==> src/verilog/ir_pkg.sv <==
package ir_pkg;

    // ========================================================================
    // widths and data types
    // ========================================================================
    localparam int TICK_W     = 8;   // pulse length counter
    localparam int PRESCALE_W = 16;  // clock divider, enough for 3516 at 50 MHz
    localparam int FRAME_BITS = 32;
    localparam int DROP_W     = 8;

    typedef logic [TICK_W-1:0]     tick_cnt_t;  // one tick = 562.5 us / 8
    typedef logic [PRESCALE_W-1:0] prescale_t;
    typedef logic [FRAME_BITS-1:0] ir_frame_t;  // raw bits, first received in msb
    typedef logic [15:0]           ir_addr_t;
    typedef logic [7:0]            ir_key_t;
    typedef logic [DROP_W-1:0]     drop_cnt_t;
    typedef logic [4:0]            bit_idx_t;   // 0..31 within a frame

    localparam tick_cnt_t TICK_MAX = '1;          // saturation value
    localparam drop_cnt_t DROP_MAX = '1;
    localparam bit_idx_t  LAST_BIT = bit_idx_t'(FRAME_BITS - 1);

    // accepted custom code of the remote
    localparam ir_addr_t IR_CUSTOM_CODE = 16'h00B6;

    // ========================================================================
    // protocol windows in ticks, inclusive
    // ========================================================================
    localparam tick_cnt_t LEAD_MARK_MIN  = 8'd120;  // 9 ms nominal 128
    localparam tick_cnt_t LEAD_MARK_MAX  = 8'd136;
    localparam tick_cnt_t LEAD_SPACE_MIN = 8'd58;   // 4.5 ms nominal 64
    localparam tick_cnt_t LEAD_SPACE_MAX = 8'd70;
    localparam tick_cnt_t RPT_SPACE_MIN  = 8'd28;   // 2.25 ms nominal 32
    localparam tick_cnt_t RPT_SPACE_MAX  = 8'd36;
    localparam tick_cnt_t BIT_MARK_MIN   = 8'd6;    // 562.5 us nominal 8
    localparam tick_cnt_t BIT_MARK_MAX   = 8'd10;
    localparam tick_cnt_t ZERO_SPACE_MIN = 8'd6;
    localparam tick_cnt_t ZERO_SPACE_MAX = 8'd10;
    localparam tick_cnt_t ONE_SPACE_MIN  = 8'd20;   // 1.6875 ms nominal 24
    localparam tick_cnt_t ONE_SPACE_MAX  = 8'd28;

    // ========================================================================
    // state machines
    // ========================================================================
    typedef enum logic [2:0] {
        DEC_IDLE,        // waiting for a mark to begin
        DEC_LEAD_MARK,   // leader mark in progress
        DEC_LEAD_SPACE,  // leader space, full or repeat
        DEC_BIT_MARK,
        DEC_BIT_SPACE,
        DEC_DELIVER      // one cycle, frame checked and handed on
    } dec_state_t;

    typedef enum logic [1:0] {
        PORT_IDLE,
        PORT_REQ,        // key_req high, data held
        PORT_RELEASE     // waiting for key_ack to drop
    } port_state_t;

endpackage

==> src/verilog/ir_key_if.sv <==
`timescale 1ns/1ps

// decoded key event, decoder to output port
interface ir_key_if;
    import ir_pkg::*;

    logic     valid;  // single-cycle strobe per accepted event
    ir_key_t  key;
    logic     rpt;    // repeat frame, key is the last one delivered
    ir_addr_t addr;   // custom code the event belongs to

    modport tx (
        output valid,
        output key,
        output rpt,
        output addr
    );

    modport rx (
        input valid,
        input key,
        input rpt,
        input addr
    );

endinterface

==> src/verilog/ir_pulse_if.sv <==
`timescale 1ns/1ps

// one measured pulse, timer to decoder, no back-pressure
interface ir_pulse_if;
    import ir_pkg::*;

    logic      valid;  // single-cycle strobe at each line edge
    logic      level;  // 1 for a mark, line was low
    tick_cnt_t ticks;  // length of the finished pulse
    logic      ovf;    // length hit the counter ceiling

    modport tx (
        output valid,
        output level,
        output ticks,
        output ovf
    );

    modport rx (
        input valid,
        input level,
        input ticks,
        input ovf
    );

endinterface

==> src/verilog/ir_frame_decoder.sv <==
`timescale 1ns/1ps

module ir_frame_decoder (
    input  logic   clk,
    input  logic   rst_n,
    ir_pulse_if.rx pulse,
    ir_key_if.tx   key_ev
);
    import ir_pkg::*;

    dec_state_t state_q;
    dec_state_t state_d;
    bit_idx_t   bit_idx_q;
    logic       rpt_q;       // current delivery is a repeat
    logic       have_key_q;  // a valid frame was seen since reset
    ir_frame_t  frame_q;
    ir_key_t    last_key_q;

    logic       mark_strobe;
    logic       space_strobe;
    logic       lead_mark_ok;
    logic       lead_space_ok;
    logic       rpt_space_ok;
    logic       bit_mark_ok;
    logic       zero_ok;
    logic       one_ok;
    logic       bit_accept;
    ir_addr_t   frame_addr;
    ir_key_t    frame_key;
    ir_key_t    frame_inv;
    logic       frame_ok;

    function automatic logic in_window(tick_cnt_t len, tick_cnt_t lo, tick_cnt_t hi);
        return (len >= lo) && (len <= hi);
    endfunction

    // ========================================================================
    // pulse classification
    // ========================================================================
    assign mark_strobe  = pulse.valid && pulse.level;
    assign space_strobe = pulse.valid && !pulse.level;

    // a saturated length never fits any window
    assign lead_mark_ok  = !pulse.ovf && in_window(pulse.ticks, LEAD_MARK_MIN, LEAD_MARK_MAX);
    assign lead_space_ok = !pulse.ovf && in_window(pulse.ticks, LEAD_SPACE_MIN, LEAD_SPACE_MAX);
    assign rpt_space_ok  = !pulse.ovf && in_window(pulse.ticks, RPT_SPACE_MIN, RPT_SPACE_MAX);
    assign bit_mark_ok   = !pulse.ovf && in_window(pulse.ticks, BIT_MARK_MIN, BIT_MARK_MAX);
    assign zero_ok       = !pulse.ovf && in_window(pulse.ticks, ZERO_SPACE_MIN, ZERO_SPACE_MAX);
    assign one_ok        = !pulse.ovf && in_window(pulse.ticks, ONE_SPACE_MIN, ONE_SPACE_MAX);

    assign bit_accept = (state_q == DEC_BIT_SPACE) && space_strobe && (zero_ok || one_ok);

    // ========================================================================
    // protocol state machine, advances on strobes only
    // ========================================================================
    always_comb begin
        state_d = state_q;
        case (state_q)
            DEC_IDLE: begin
                if (space_strobe) begin
                    state_d = DEC_LEAD_MARK;  // line went low, mark has begun
                end else if (mark_strobe && lead_mark_ok) begin
                    state_d = DEC_LEAD_SPACE;
                end
            end
            DEC_LEAD_MARK: begin
                if (pulse.valid) begin
                    state_d = (mark_strobe && lead_mark_ok) ? DEC_LEAD_SPACE : DEC_IDLE;
                end
            end
            DEC_LEAD_SPACE: begin
                if (space_strobe && lead_space_ok) begin
                    state_d = DEC_BIT_MARK;
                end else if (space_strobe && rpt_space_ok && have_key_q) begin
                    state_d = DEC_DELIVER;
                end else if (pulse.valid) begin
                    state_d = DEC_IDLE;
                end
            end
            DEC_BIT_MARK: begin
                if (pulse.valid) begin
                    state_d = (mark_strobe && bit_mark_ok) ? DEC_BIT_SPACE : DEC_IDLE;
                end
            end
            DEC_BIT_SPACE: begin
                if (bit_accept) begin
                    state_d = (bit_idx_q == LAST_BIT) ? DEC_DELIVER : DEC_BIT_MARK;
                end else if (pulse.valid) begin
                    state_d = DEC_IDLE;  // space fits neither bit value
                end
            end
            DEC_DELIVER: state_d = DEC_IDLE;
            default:     state_d = DEC_IDLE;
        endcase
    end

    always_ff @(posedge clk or negedge rst_n) begin
        if (!rst_n) begin
            state_q    <= DEC_IDLE;
            bit_idx_q  <= '0;
            rpt_q      <= 1'b0;
            have_key_q <= 1'b0;
        end else begin
            state_q <= state_d;
            if (state_q == DEC_LEAD_SPACE) begin
                bit_idx_q <= '0;
            end else if (bit_accept) begin
                bit_idx_q <= bit_idx_q + 1'b1;
            end
            if (state_d == DEC_DELIVER) begin
                rpt_q <= (state_q == DEC_LEAD_SPACE);
            end
            if (state_q == DEC_DELIVER && !rpt_q && frame_ok) begin
                have_key_q <= 1'b1;
            end
        end
    end

    // bit assembly, msb first, and the key kept for repeats
    always_ff @(posedge clk) begin
        if (bit_accept) begin
            frame_q <= {frame_q[FRAME_BITS-2:0], one_ok};
        end
        if (state_q == DEC_DELIVER && !rpt_q && frame_ok) begin
            last_key_q <= frame_key;
        end
    end

    // ========================================================================
    // frame check and event output
    // ========================================================================
    assign frame_addr = frame_q[31:16];
    assign frame_key  = frame_q[15:8];
    assign frame_inv  = frame_q[7:0];
    assign frame_ok   = (frame_addr == IR_CUSTOM_CODE) && (frame_inv == ~frame_key);

    assign key_ev.valid = (state_q == DEC_DELIVER) && (rpt_q || frame_ok);
    assign key_ev.key   = rpt_q ? last_key_q : frame_key;
    assign key_ev.rpt   = rpt_q;
    assign key_ev.addr  = rpt_q ? IR_CUSTOM_CODE : frame_addr;

endmodule

==> src/verilog/ir_key_port.sv <==
`timescale 1ns/1ps

module ir_key_port (
    input  logic              clk,
    input  logic              rst_n,
    ir_key_if.rx              key_ev,
    output logic              key_req,
    input  logic              key_ack,
    output ir_pkg::ir_key_t   key_code,
    output logic              key_repeat,
    output ir_pkg::drop_cnt_t drop_count
);
    import ir_pkg::*;

    port_state_t state_q;
    logic        accept;
    logic        drop;

    // new request only when not requesting and the consumer has let go
    assign accept = key_ev.valid && (state_q != PORT_REQ) && !key_ack;
    assign drop   = key_ev.valid && !accept;

    assign key_req = (state_q == PORT_REQ);

    // ========================================================================
    // four-phase sequence
    // ========================================================================
    always_ff @(posedge clk or negedge rst_n) begin
        if (!rst_n) begin
            state_q <= PORT_IDLE;
        end else begin
            case (state_q)
                PORT_IDLE:    if (accept) state_q <= PORT_REQ;
                PORT_REQ:     if (key_ack) state_q <= PORT_RELEASE;
                PORT_RELEASE: begin
                    if (accept) begin
                        state_q <= PORT_REQ;  // ack already low, go straight on
                    end else if (!key_ack) begin
                        state_q <= PORT_IDLE;
                    end
                end
                default:      state_q <= PORT_IDLE;
            endcase
        end
    end

    // held event and dropped-event count
    always_ff @(posedge clk or negedge rst_n) begin
        if (!rst_n) begin
            key_code   <= '0;
            key_repeat <= 1'b0;
            drop_count <= '0;
        end else begin
            if (accept) begin
                key_code   <= key_ev.key;
                key_repeat <= key_ev.rpt;
            end
            if (drop && drop_count != DROP_MAX) begin
                drop_count <= drop_count + 1'b1;  // saturating
            end
        end
    end

endmodule

==> src/verilog/ir_pulse_timer.sv <==
`timescale 1ns/1ps

module ir_pulse_timer #(
    parameter int unsigned CLK_PER_TICK = 3516  // 50 MHz clock, 70.3 us tick
) (
    input  logic   clk,
    input  logic   rst_n,
    input  logic   ir_rxd,  // detector output, low while carrier present
    ir_pulse_if.tx pulse
);
    import ir_pkg::*;

    logic      rxd_meta;
    logic      rxd_sync;
    logic      rxd_prev;    // edge register
    logic      line_edge;
    prescale_t prescale_q;
    logic      tick_en;
    tick_cnt_t tick_q;
    logic      tick_sat;

    // ========================================================================
    // input synchronizer, idle level is high
    // ========================================================================
    always_ff @(posedge clk or negedge rst_n) begin
        if (!rst_n) begin
            rxd_meta <= 1'b1;
            rxd_sync <= 1'b1;
            rxd_prev <= 1'b1;
        end else begin
            rxd_meta <= ir_rxd;
            rxd_sync <= rxd_meta;
            rxd_prev <= rxd_sync;
        end
    end

    assign line_edge = rxd_sync ^ rxd_prev;

    // ========================================================================
    // free-running tick prescaler
    // ========================================================================
    assign tick_en = (prescale_q == prescale_t'(CLK_PER_TICK - 1));

    always_ff @(posedge clk or negedge rst_n) begin
        if (!rst_n) begin
            prescale_q <= '0;
        end else if (tick_en) begin
            prescale_q <= '0;
        end else begin
            prescale_q <= prescale_q + 1'b1;
        end
    end

    // pulse length, restarts on every edge and sticks at the ceiling
    assign tick_sat = (tick_q == TICK_MAX);

    always_ff @(posedge clk or negedge rst_n) begin
        if (!rst_n) begin
            tick_q <= '0;
        end else if (line_edge) begin
            tick_q <= '0;
        end else if (tick_en && !tick_sat) begin
            tick_q <= tick_q + 1'b1;
        end
    end

    // ========================================================================
    // pulse report
    // ========================================================================
    always_ff @(posedge clk or negedge rst_n) begin
        if (!rst_n) begin
            pulse.valid <= 1'b0;
        end else begin
            pulse.valid <= line_edge;
        end
    end

    always_ff @(posedge clk) begin
        if (line_edge) begin
            pulse.level <= ~rxd_prev;  // old level low means a mark just ended
            pulse.ticks <= tick_q;
            pulse.ovf   <= tick_sat;
        end
    end

endmodule

==> src/verilog/ir_receiver_top.sv <==
`timescale 1ns/1ps

module ir_receiver_top #(
    parameter int unsigned CLK_PER_TICK = 3516  // clocks per 70.3 us tick
) (
    input  logic              clk,
    input  logic              rst_n,
    input  logic              ir_rxd,      // raw detector output, active low
    output logic              key_req,
    input  logic              key_ack,
    output ir_pkg::ir_key_t   key_code,
    output logic              key_repeat,
    output ir_pkg::drop_cnt_t drop_count
);

    ir_pulse_if pulse_bus ();
    ir_key_if   key_bus ();

    // ========================================================================
    // line timing, frame decoding, handshake
    // ========================================================================
    ir_pulse_timer #(
        .CLK_PER_TICK (CLK_PER_TICK)
    ) i_ir_pulse_timer (
        .clk    (clk),
        .rst_n  (rst_n),
        .ir_rxd (ir_rxd),
        .pulse  (pulse_bus)
    );

    ir_frame_decoder i_ir_frame_decoder (
        .clk    (clk),
        .rst_n  (rst_n),
        .pulse  (pulse_bus),
        .key_ev (key_bus)
    );

    ir_key_port i_ir_key_port (
        .clk        (clk),
        .rst_n      (rst_n),
        .key_ev     (key_bus),
        .key_req    (key_req),
        .key_ack    (key_ack),
        .key_code   (key_code),
        .key_repeat (key_repeat),
        .drop_count (drop_count)
    );

endmodule
==> config.mk <==
export PLATFORM = sky130hd
export DESIGN_NAME = ir_receiver_top
export DESIGN_NICKNAME = d
export VERILOG_FILES = /design/src/verilog/ir_pkg.sv /design/src/verilog/ir_key_if.sv /design/src/verilog/ir_pulse_if.sv /design/src/verilog/ir_frame_decoder.sv /design/src/verilog/ir_key_port.sv /design/src/verilog/ir_pulse_timer.sv /design/src/verilog/ir_receiver_top.sv
export SDC_FILE = /design/constraint.sdc
export NUM_CORES = 1
export LEC_CHECK = 0
export BUFFER_PORTS_ARGS = -buffer_cell sky130_fd_sc_hd__buf_2
export CAP_MARGIN = 20
export CORE_MARGIN = 2
export CORE_UTILIZATION = 40
export CTS_BUF_LIST = sky130_fd_sc_hd__clkbuf_4 sky130_fd_sc_hd__clkbuf_8
export CTS_CLUSTER_DIAMETER = 30
export CTS_CLUSTER_SIZE = 8
export DETAILED_ROUTE_END_ITERATION = 12
export SYNTH_ARGS = -nofsm -noshare
export SYNTH_HDL_FRONTEND = slang
export SYNTH_SLANG_ARGS = --single-unit
export TNS_END_PERCENT = 100
==> constraint.sdc <==
create_clock -name clk -period 6.49 [get_ports clk]
set_input_delay 1.6225 -clock clk [delete_from_list [all_inputs] [get_ports clk]]
set_output_delay 1.6225 -clock clk [all_outputs]
set_load 0.02 [all_outputs]
==> results of run 1 <==
-- state kept, by name, indices dropped and copies added, names as in the netlist --
| register | flops |
|---|---|
| i_ir_pulse_timer.pulse.ovf | 1 |
| i_ir_pulse_timer.pulse.level | 1 |
| i_ir_pulse_timer.rxd_sync | 1 |
| i_ir_pulse_timer.prescale_q | 16 |
| i_ir_frame_decoder.bit_idx_q | 5 |
| i_ir_key_port.state_q | 2 |
| i_ir_key_port.drop_count | 8 |
| i_ir_key_port.key_repeat | 1 |
| i_ir_frame_decoder.have_key_q | 1 |
| i_ir_pulse_timer.tick_q | 8 |
| i_ir_key_port.key_code | 8 |
| i_ir_frame_decoder.frame_q | 32 |
| i_ir_pulse_timer.pulse.ticks | 8 |
| i_ir_pulse_timer.pulse.valid | 1 |
| i_ir_frame_decoder.state_q | 3 |
| i_ir_pulse_timer.rxd_prev | 1 |
| i_ir_frame_decoder.key_ev.rpt | 1 |
| i_ir_frame_decoder.last_key_q | 8 |
| i_ir_pulse_timer.rxd_meta | 1 |
-- cell usage after synthesis, drive strengths merged (3+ instances only) --
cell,n
ha,5
buf,3
o21ai,11
xnor2,22
edfxtp,50
nand4,7
or3,5
nand2,19
dfrtp,54
nor2b,5
clkbuf,7
and3,9
nor4b,4
a21oi,16
nor3,5
o22ai,3
xor2,8
dfstp,3
nor4,7
inv,11
mux2,17
nor2,25
nand3,20
and4,4
o31ai,4
or4,5
-- worst register-to-register path, cell delays in order (launching register included) --
cell	delay (ps)
dfrtp_1	380
ha_1	230
or4b_1	500
nor4_4	530
a21oi_2	270
or4_1	550
a21oi_1	160
-- cell families (layout without fill, tap and decap cells) --
group,count (synthesis),in the layout,share of synthesized area
DFF,107,107,0.639
xor gates and xnor gates,30,30,0.0589
muxes,18,18,0.0439
AOI/OAI and AO/OA,49,49,0.0676
and+or+nand+nor,128,128,0.159
buffers and inverters,21,52,0.0180
adders and majority gates,5,5,0.0136
-- power by group through the flow --
| stage | registers, mW | logic (mW) | clock network (mW) |
|---|---|---|---|
| 6_report | 0.739 | 0.0580 | 0.440 |
| 5_1_grt | 0.743 | 0.0670 | 0.483 |
| 4_1_cts | 0.739 | 0.0589 | 0.460 |
| 3_5_place_dp | 0.753 | 0.0586 | 0 |
| 3_3_place_gp | 0.752 | 0.0574 | 0 |
| 2_1_floorplan | 0.743 | 0.0459 | 0 |
-- per-layer routing --
metal,global-route usage,vias to the layer above
li1,-,1368
met1,0.180,1410
met2,0.216,38
met3,0.0405,7
met4,0.0379,0
met5,0,-
-- layout make-up --
| class | count | area, sq um |
|---|---|---|
| Clock inverter | 5 | 77.6 |
| Fill cell | 1046 | 6230 |
| Tap cell | 143 | 179 |
| Multi-Input combinational cell | 230 | 1580 |
| Inverter | 11 | 41.3 |
| Clock buffer | 11 | 145 |
| Sequential cell | 107 | 2930 |
| Timing Repair Buffer | 25 | 135 |
-- worst max-delay path by stage --
stage,end,cells after the start,from,slack (ps)
after global routing,i_ir_pulse_timer.tick_q[5]$_DFFE_PN0P_,6,i_ir_pulse_timer.prescale_q[0]$_DFF_PN0_,3580
after detailed placement,i_ir_key_port.drop_count[1]$_DFFE_PN0P_,5,key_ack,3480
after CTS,key_req,2,i_ir_key_port.state_q[0]$_DFFE_PN0P_,3640
final,key_req,2,i_ir_key_port.state_q[0]$_DFFE_PN0P_,3670
after floorplan,i_ir_frame_decoder.frame_q[0]$_DFFE_PP_,4,i_ir_pulse_timer.pulse.ticks[1]$_DFFE_PN_,1970
after global placement,i_ir_key_port.drop_count[1]$_DFFE_PN0P_,5,key_ack,3510
==> flow_summary.yaml, run 1 <==
drt:
  wl_met1_um: 3660
  ant_nets: 0
  top_layer: "met4"
  drcViolationCount: 0
  via_count: 2823
  routedWlPerCell_um: 14.6
  vias_per_cell: 5.31
  wl_met2_um: 3790
  drtIter0Drc: 170
  dr_wl_met3_um: 254
  wl_um: 7780
  dr.pass1.iters: 4
layout:
  fin_util: 0.450
  post_route_cells_drive_above_1_share: 0.165
  fin_area_sq_mm: 0.00509
  area_growth_pct: 10.9
  mostFrequentLayoutCells: "dfrtp_1 (54), edfxtp_1 (50), nor2_1 (25), xnor2_1 (22), buf_2 (21)"
  layout_commonest_cell: "dfrtp_1"
  fin_nets: 393
  n_antenna_cell: 0
  fin_cells: 532
power:
  leakagePower_nw: 2.03
  power_frac_comb: 0.047
  p_int_uw: 972
  p_total_mw: 1.24
  seq_power_share: 0.598
  peakVddDrop_v: 0.000145
  power.switching_uw: 265
  pwr-share-clk: 0.356
  power_density_mw_per_mm2: 243
  swShare: 0.214
clock_network:
  cts-resized-gates: 0
  clk_pin_slew_ps: 90
  insertion_delay_ps: 360
  post_cts_buffers: 0
  htree_levels: 3
  cts_hold_buf: 0
  cts_max_path_buffers: 2
  cts_tree: "yes"
  clock_sinks: 107
  root_buffer: "clkbuf_8"
  cts-buffers-inserted: 9
die:
  core_sq_mm: 0.0113
  fp.dieH_um: 111
  initial_core_util: 0.405
  die-area_sq_mm: 0.0123
  die_x_um: 111
  ios: 22
  row_count: 39
synthesis:
  synthCells: 358
  avgSynthCellArea_sq_um: 12.8
  ys_seq_elements: 107
  yosysTopAreaCell: "edfxtp_1"
  yosys.cell_types.count: 53
  synthTopCellsByArea: "edfxtp_1 (33%), dfrtp_1 (29%), xnor2_1 (4.2%)"
  syn-num-nets: 367
  synth-edff-count: 50
  netlist_area_sq_mm: 0.00459
  ys_warn_count: 0
  ys_seq_area_frac: 0.639
  synth-main-ff-cell: "dfrtp_1"
  yosysTopAreaCellShare: 0.327
  async_flop_share: 0.533
timing:
  finalClockSkew_ps: 6.61
  period_share: 0.434
  setup_slack_ps: 3670
  tightest_slew_ps: 948
  fin_crit_ps: 2820
  relSlewSlack: 0.368
  setup_violations: 0
  drv_slew: 0
  fin_setup_tns_ps: 0
  hold_slack_ps: 363
  rsz0062_at_grt: "no"
  fmax_mhz: 355
  finalHoldViolations: 0
critical_path:
  arrival_ps: 1200
  worstPathBufferInverterCount: 1
  cp_cell_sequence: "nor2b_1, buf_2"
  r2r-end: "i_ir_pulse_timer.tick_q[5]$_DFFE_PN0P_"
  crit_fanout: 4
  end_kind: "primary output"
  r2r_start: "i_ir_pulse_timer.prescale_q[0]$_DFF_PN0_"
  reg2reg_depth: 6
  slowest_stage: "dfrtp_1"
  start_kind: "register"
  rrSetupSlack_ps: 3790
  cp_data_required_time_ps: 4870
  crit_type: "register to primary output"
  slowest_delay_ps: 380
  crit_family: "flip-flops"
global_route:
  grt_pass1_wl_um: 13500
  grt_max_degree: 58
  grt_use_total: 0.135
  antenna_found_initial: 0
  grt_pass1_vias: 2792
  grt_remaining_overflow: 0
place:
  dp.cells: 516
  dp_hpwl_um: 5200
  dpl_cell_area_sq_mm: 0.00487
  gp_congestion: 0.829
  dp_slack_ps: 3480
  io_buffers: 21
min_path:
  min_path_cells: 0
  min_to: "i_ir_pulse_timer.rxd_sync$_DFF_PN1_"
  hp-start: "i_ir_pulse_timer.rxd_meta$_DFF_PN1_"
  hold_class: "register to register"
flow_run:
  drv_cap: 0
status:
  status: "complete, no violations"
No activity file was read; power rests on OpenSTA's default activity.
==> inputs of run 2 (changes only) <==
Clock period 6.49 ns to 2.5 ns, I/O delays scaled along.
==> flow_summary.yaml, run 2 (same netlist as run 1, synthesis figures left out) <==
status:
  status: "complete, no violations"
place:
  dp_hpwl_um: 5150
  gp_congestion: 0.787
  io_buffers: 21
min_path:
  hold_class: "input pin to async pin"
critical_path:
  worstPathBufferInverterCount: 0
  start_kind: "register"
  cp_data_required_time_ps: 2800
  path_depth: 6
  slowest_delay_ps: 520
  crit_family: "simple AND/OR/NAND/NOR gates"
  arrival_ps: 2520
  cp_cell_sequence: "ha_1, or4b_1, nor4_4, a21oi_2, or4_1, a21oi_1"
  crit_fanout: 12
  slowest_stage: "or4_1"
  crit_type: "register to register"
  end_kind: "register"
  reg2reg_depth: 6
clock_network:
  cts_tree: "yes"
  htree_levels: 3
  clock_sinks: 107
  cts-resized-gates: 0
  cts_hold_buf: 0
  cts-buffers-inserted: 9
  root_buffer: "clkbuf_8"
  post_cts_buffers: 0
  clk_pin_slew_ps: 110
  cts_max_path_buffers: 2
  insertion_delay_ps: 370
timing:
  hold_slack_ps: 234
  finalClockSkew_ps: 10.6
  fmax_mhz: 449
  finalHoldViolations: 0
  relSlewSlack: 0.636
  period_share: 0.891
  fin_crit_ps: 2230
  setup_violations: 0
  rsz0062_at_grt: "no"
  drv_slew: 0
  fin_setup_tns_ps: 0
  tightest_slew_ps: 542
die:
  die-area_sq_mm: 0.0123
  ios: 22
  row_count: 39
  initial_core_util: 0.405
  die_x_um: 111
  core_sq_mm: 0.0113
  fp.dieH_um: 111
layout:
  largest_register_ffs: 32
  area_growth_pct: 12.0
  layout_commonest_cell: "dfrtp_1"
  fillers: 1022
  top_register: "i_ir_frame_decoder.frame_q"
  fin_nets: 397
  reg_top3: "i_ir_frame_decoder.frame_q x32, i_ir_pulse_timer.prescale_q x16"
  post_route_cells_drive_above_1_share: 0.176
  mostFrequentLayoutCells: "dfrtp_1 (54), edfxtp_1 (50), nor2_1 (25), xnor2_1 (22), buf_2 (21)"
  n_antenna_cell: 0
drt:
  ant_nets: 0
  drcViolationCount: 0
  dr.pass1.iters: 4
  routedWlPerCell_um: 14.2
  drtIter0Drc: 172
  vias_per_cell: 5.17
  via_count: 2770
  wl_um: 7630
flow_run:
  drv_cap: 0
global_route:
  grt_pass1_vias: 2737
  grt_remaining_overflow: 0
  grt_max_degree: 58
  antenna_found_initial: 0
  grt_pass1_wl_um: 13600
  grt_use_total: 0.136
power:
  power_density_mw_per_mm2: 616
  peakVddDrop_v: 0.000448
  leakagePower_nw: 2.05
## run 2: report_power, final
part           switching, mW  total, mW  internal, mW
Sequential            0.0465       1.91          1.87
Clock                  0.611       1.09         0.481
Combinational         0.0986      0.158        0.0598
## run 2: final cells by class
type                       instances  area, sq um  share of cell area
clock inverter                     7         83.8              0.0163
sequential                       107         2930               0.570
inverter                          11         41.3             0.00804
timing repair buffer              29          190              0.0370
clock buffer                       9          124              0.0241
multi-input combinational        230         1590               0.309
tap                              143          179              0.0348
## run 2: per-layer routing
metal | vias to the layer above | global-route usage | routed length (um)
met2 | 24 | 0.213 | 3710
met1 | 1356 | 0.185 | 3660
met4 | 0 | 0.0412 | 72
met5 | - | 0 | 0
li1 | 1381 | - | -
met3 | 9 | 0.0394 | 197
## run 2: metrics by stage
step / setup slack (ps) / std cells / cell area (sq um) / utilization / power [mW]
finish: 272 / 536 / 5140 / 0.454 / 3.16
global route: 76.3 / 536 / 5140 / 0.454 / 3.32
CTS: 264 / 536 / 5140 / 0.454 / 3.22
detailed placement: 289 / 520 / 4930 / 0.436 / 2.11
global placement: 324 / 520 / 4930 / 0.436 / 2.11
floorplan: 11.0 / 358 / 4600 / - / 2.05
## run 2: final timing paths
path                                                     startpoint                                      to  slack (ps)
max reg2reg                i_ir_pulse_timer.prescale_q[0]$_DFF_PN0_  i_ir_pulse_timer.tick_q[5]$_DFFE_PN0P_         270
max in group asynchronous                                     rst_n     i_ir_pulse_timer.rxd_meta$_DFF_PN1_        1940
min in group clk                                             ir_rxd     i_ir_pulse_timer.rxd_meta$_DFF_PN1_         350
min                                                           rst_n   i_ir_key_port.key_code[5]$_DFFE_PN0P_         230
max                        i_ir_pulse_timer.prescale_q[0]$_DFF_PN0_  i_ir_pulse_timer.tick_q[5]$_DFFE_PN0P_         270
min reg2reg                     i_ir_pulse_timer.rxd_meta$_DFF_PN1_     i_ir_pulse_timer.rxd_sync$_DFF_PN1_         360
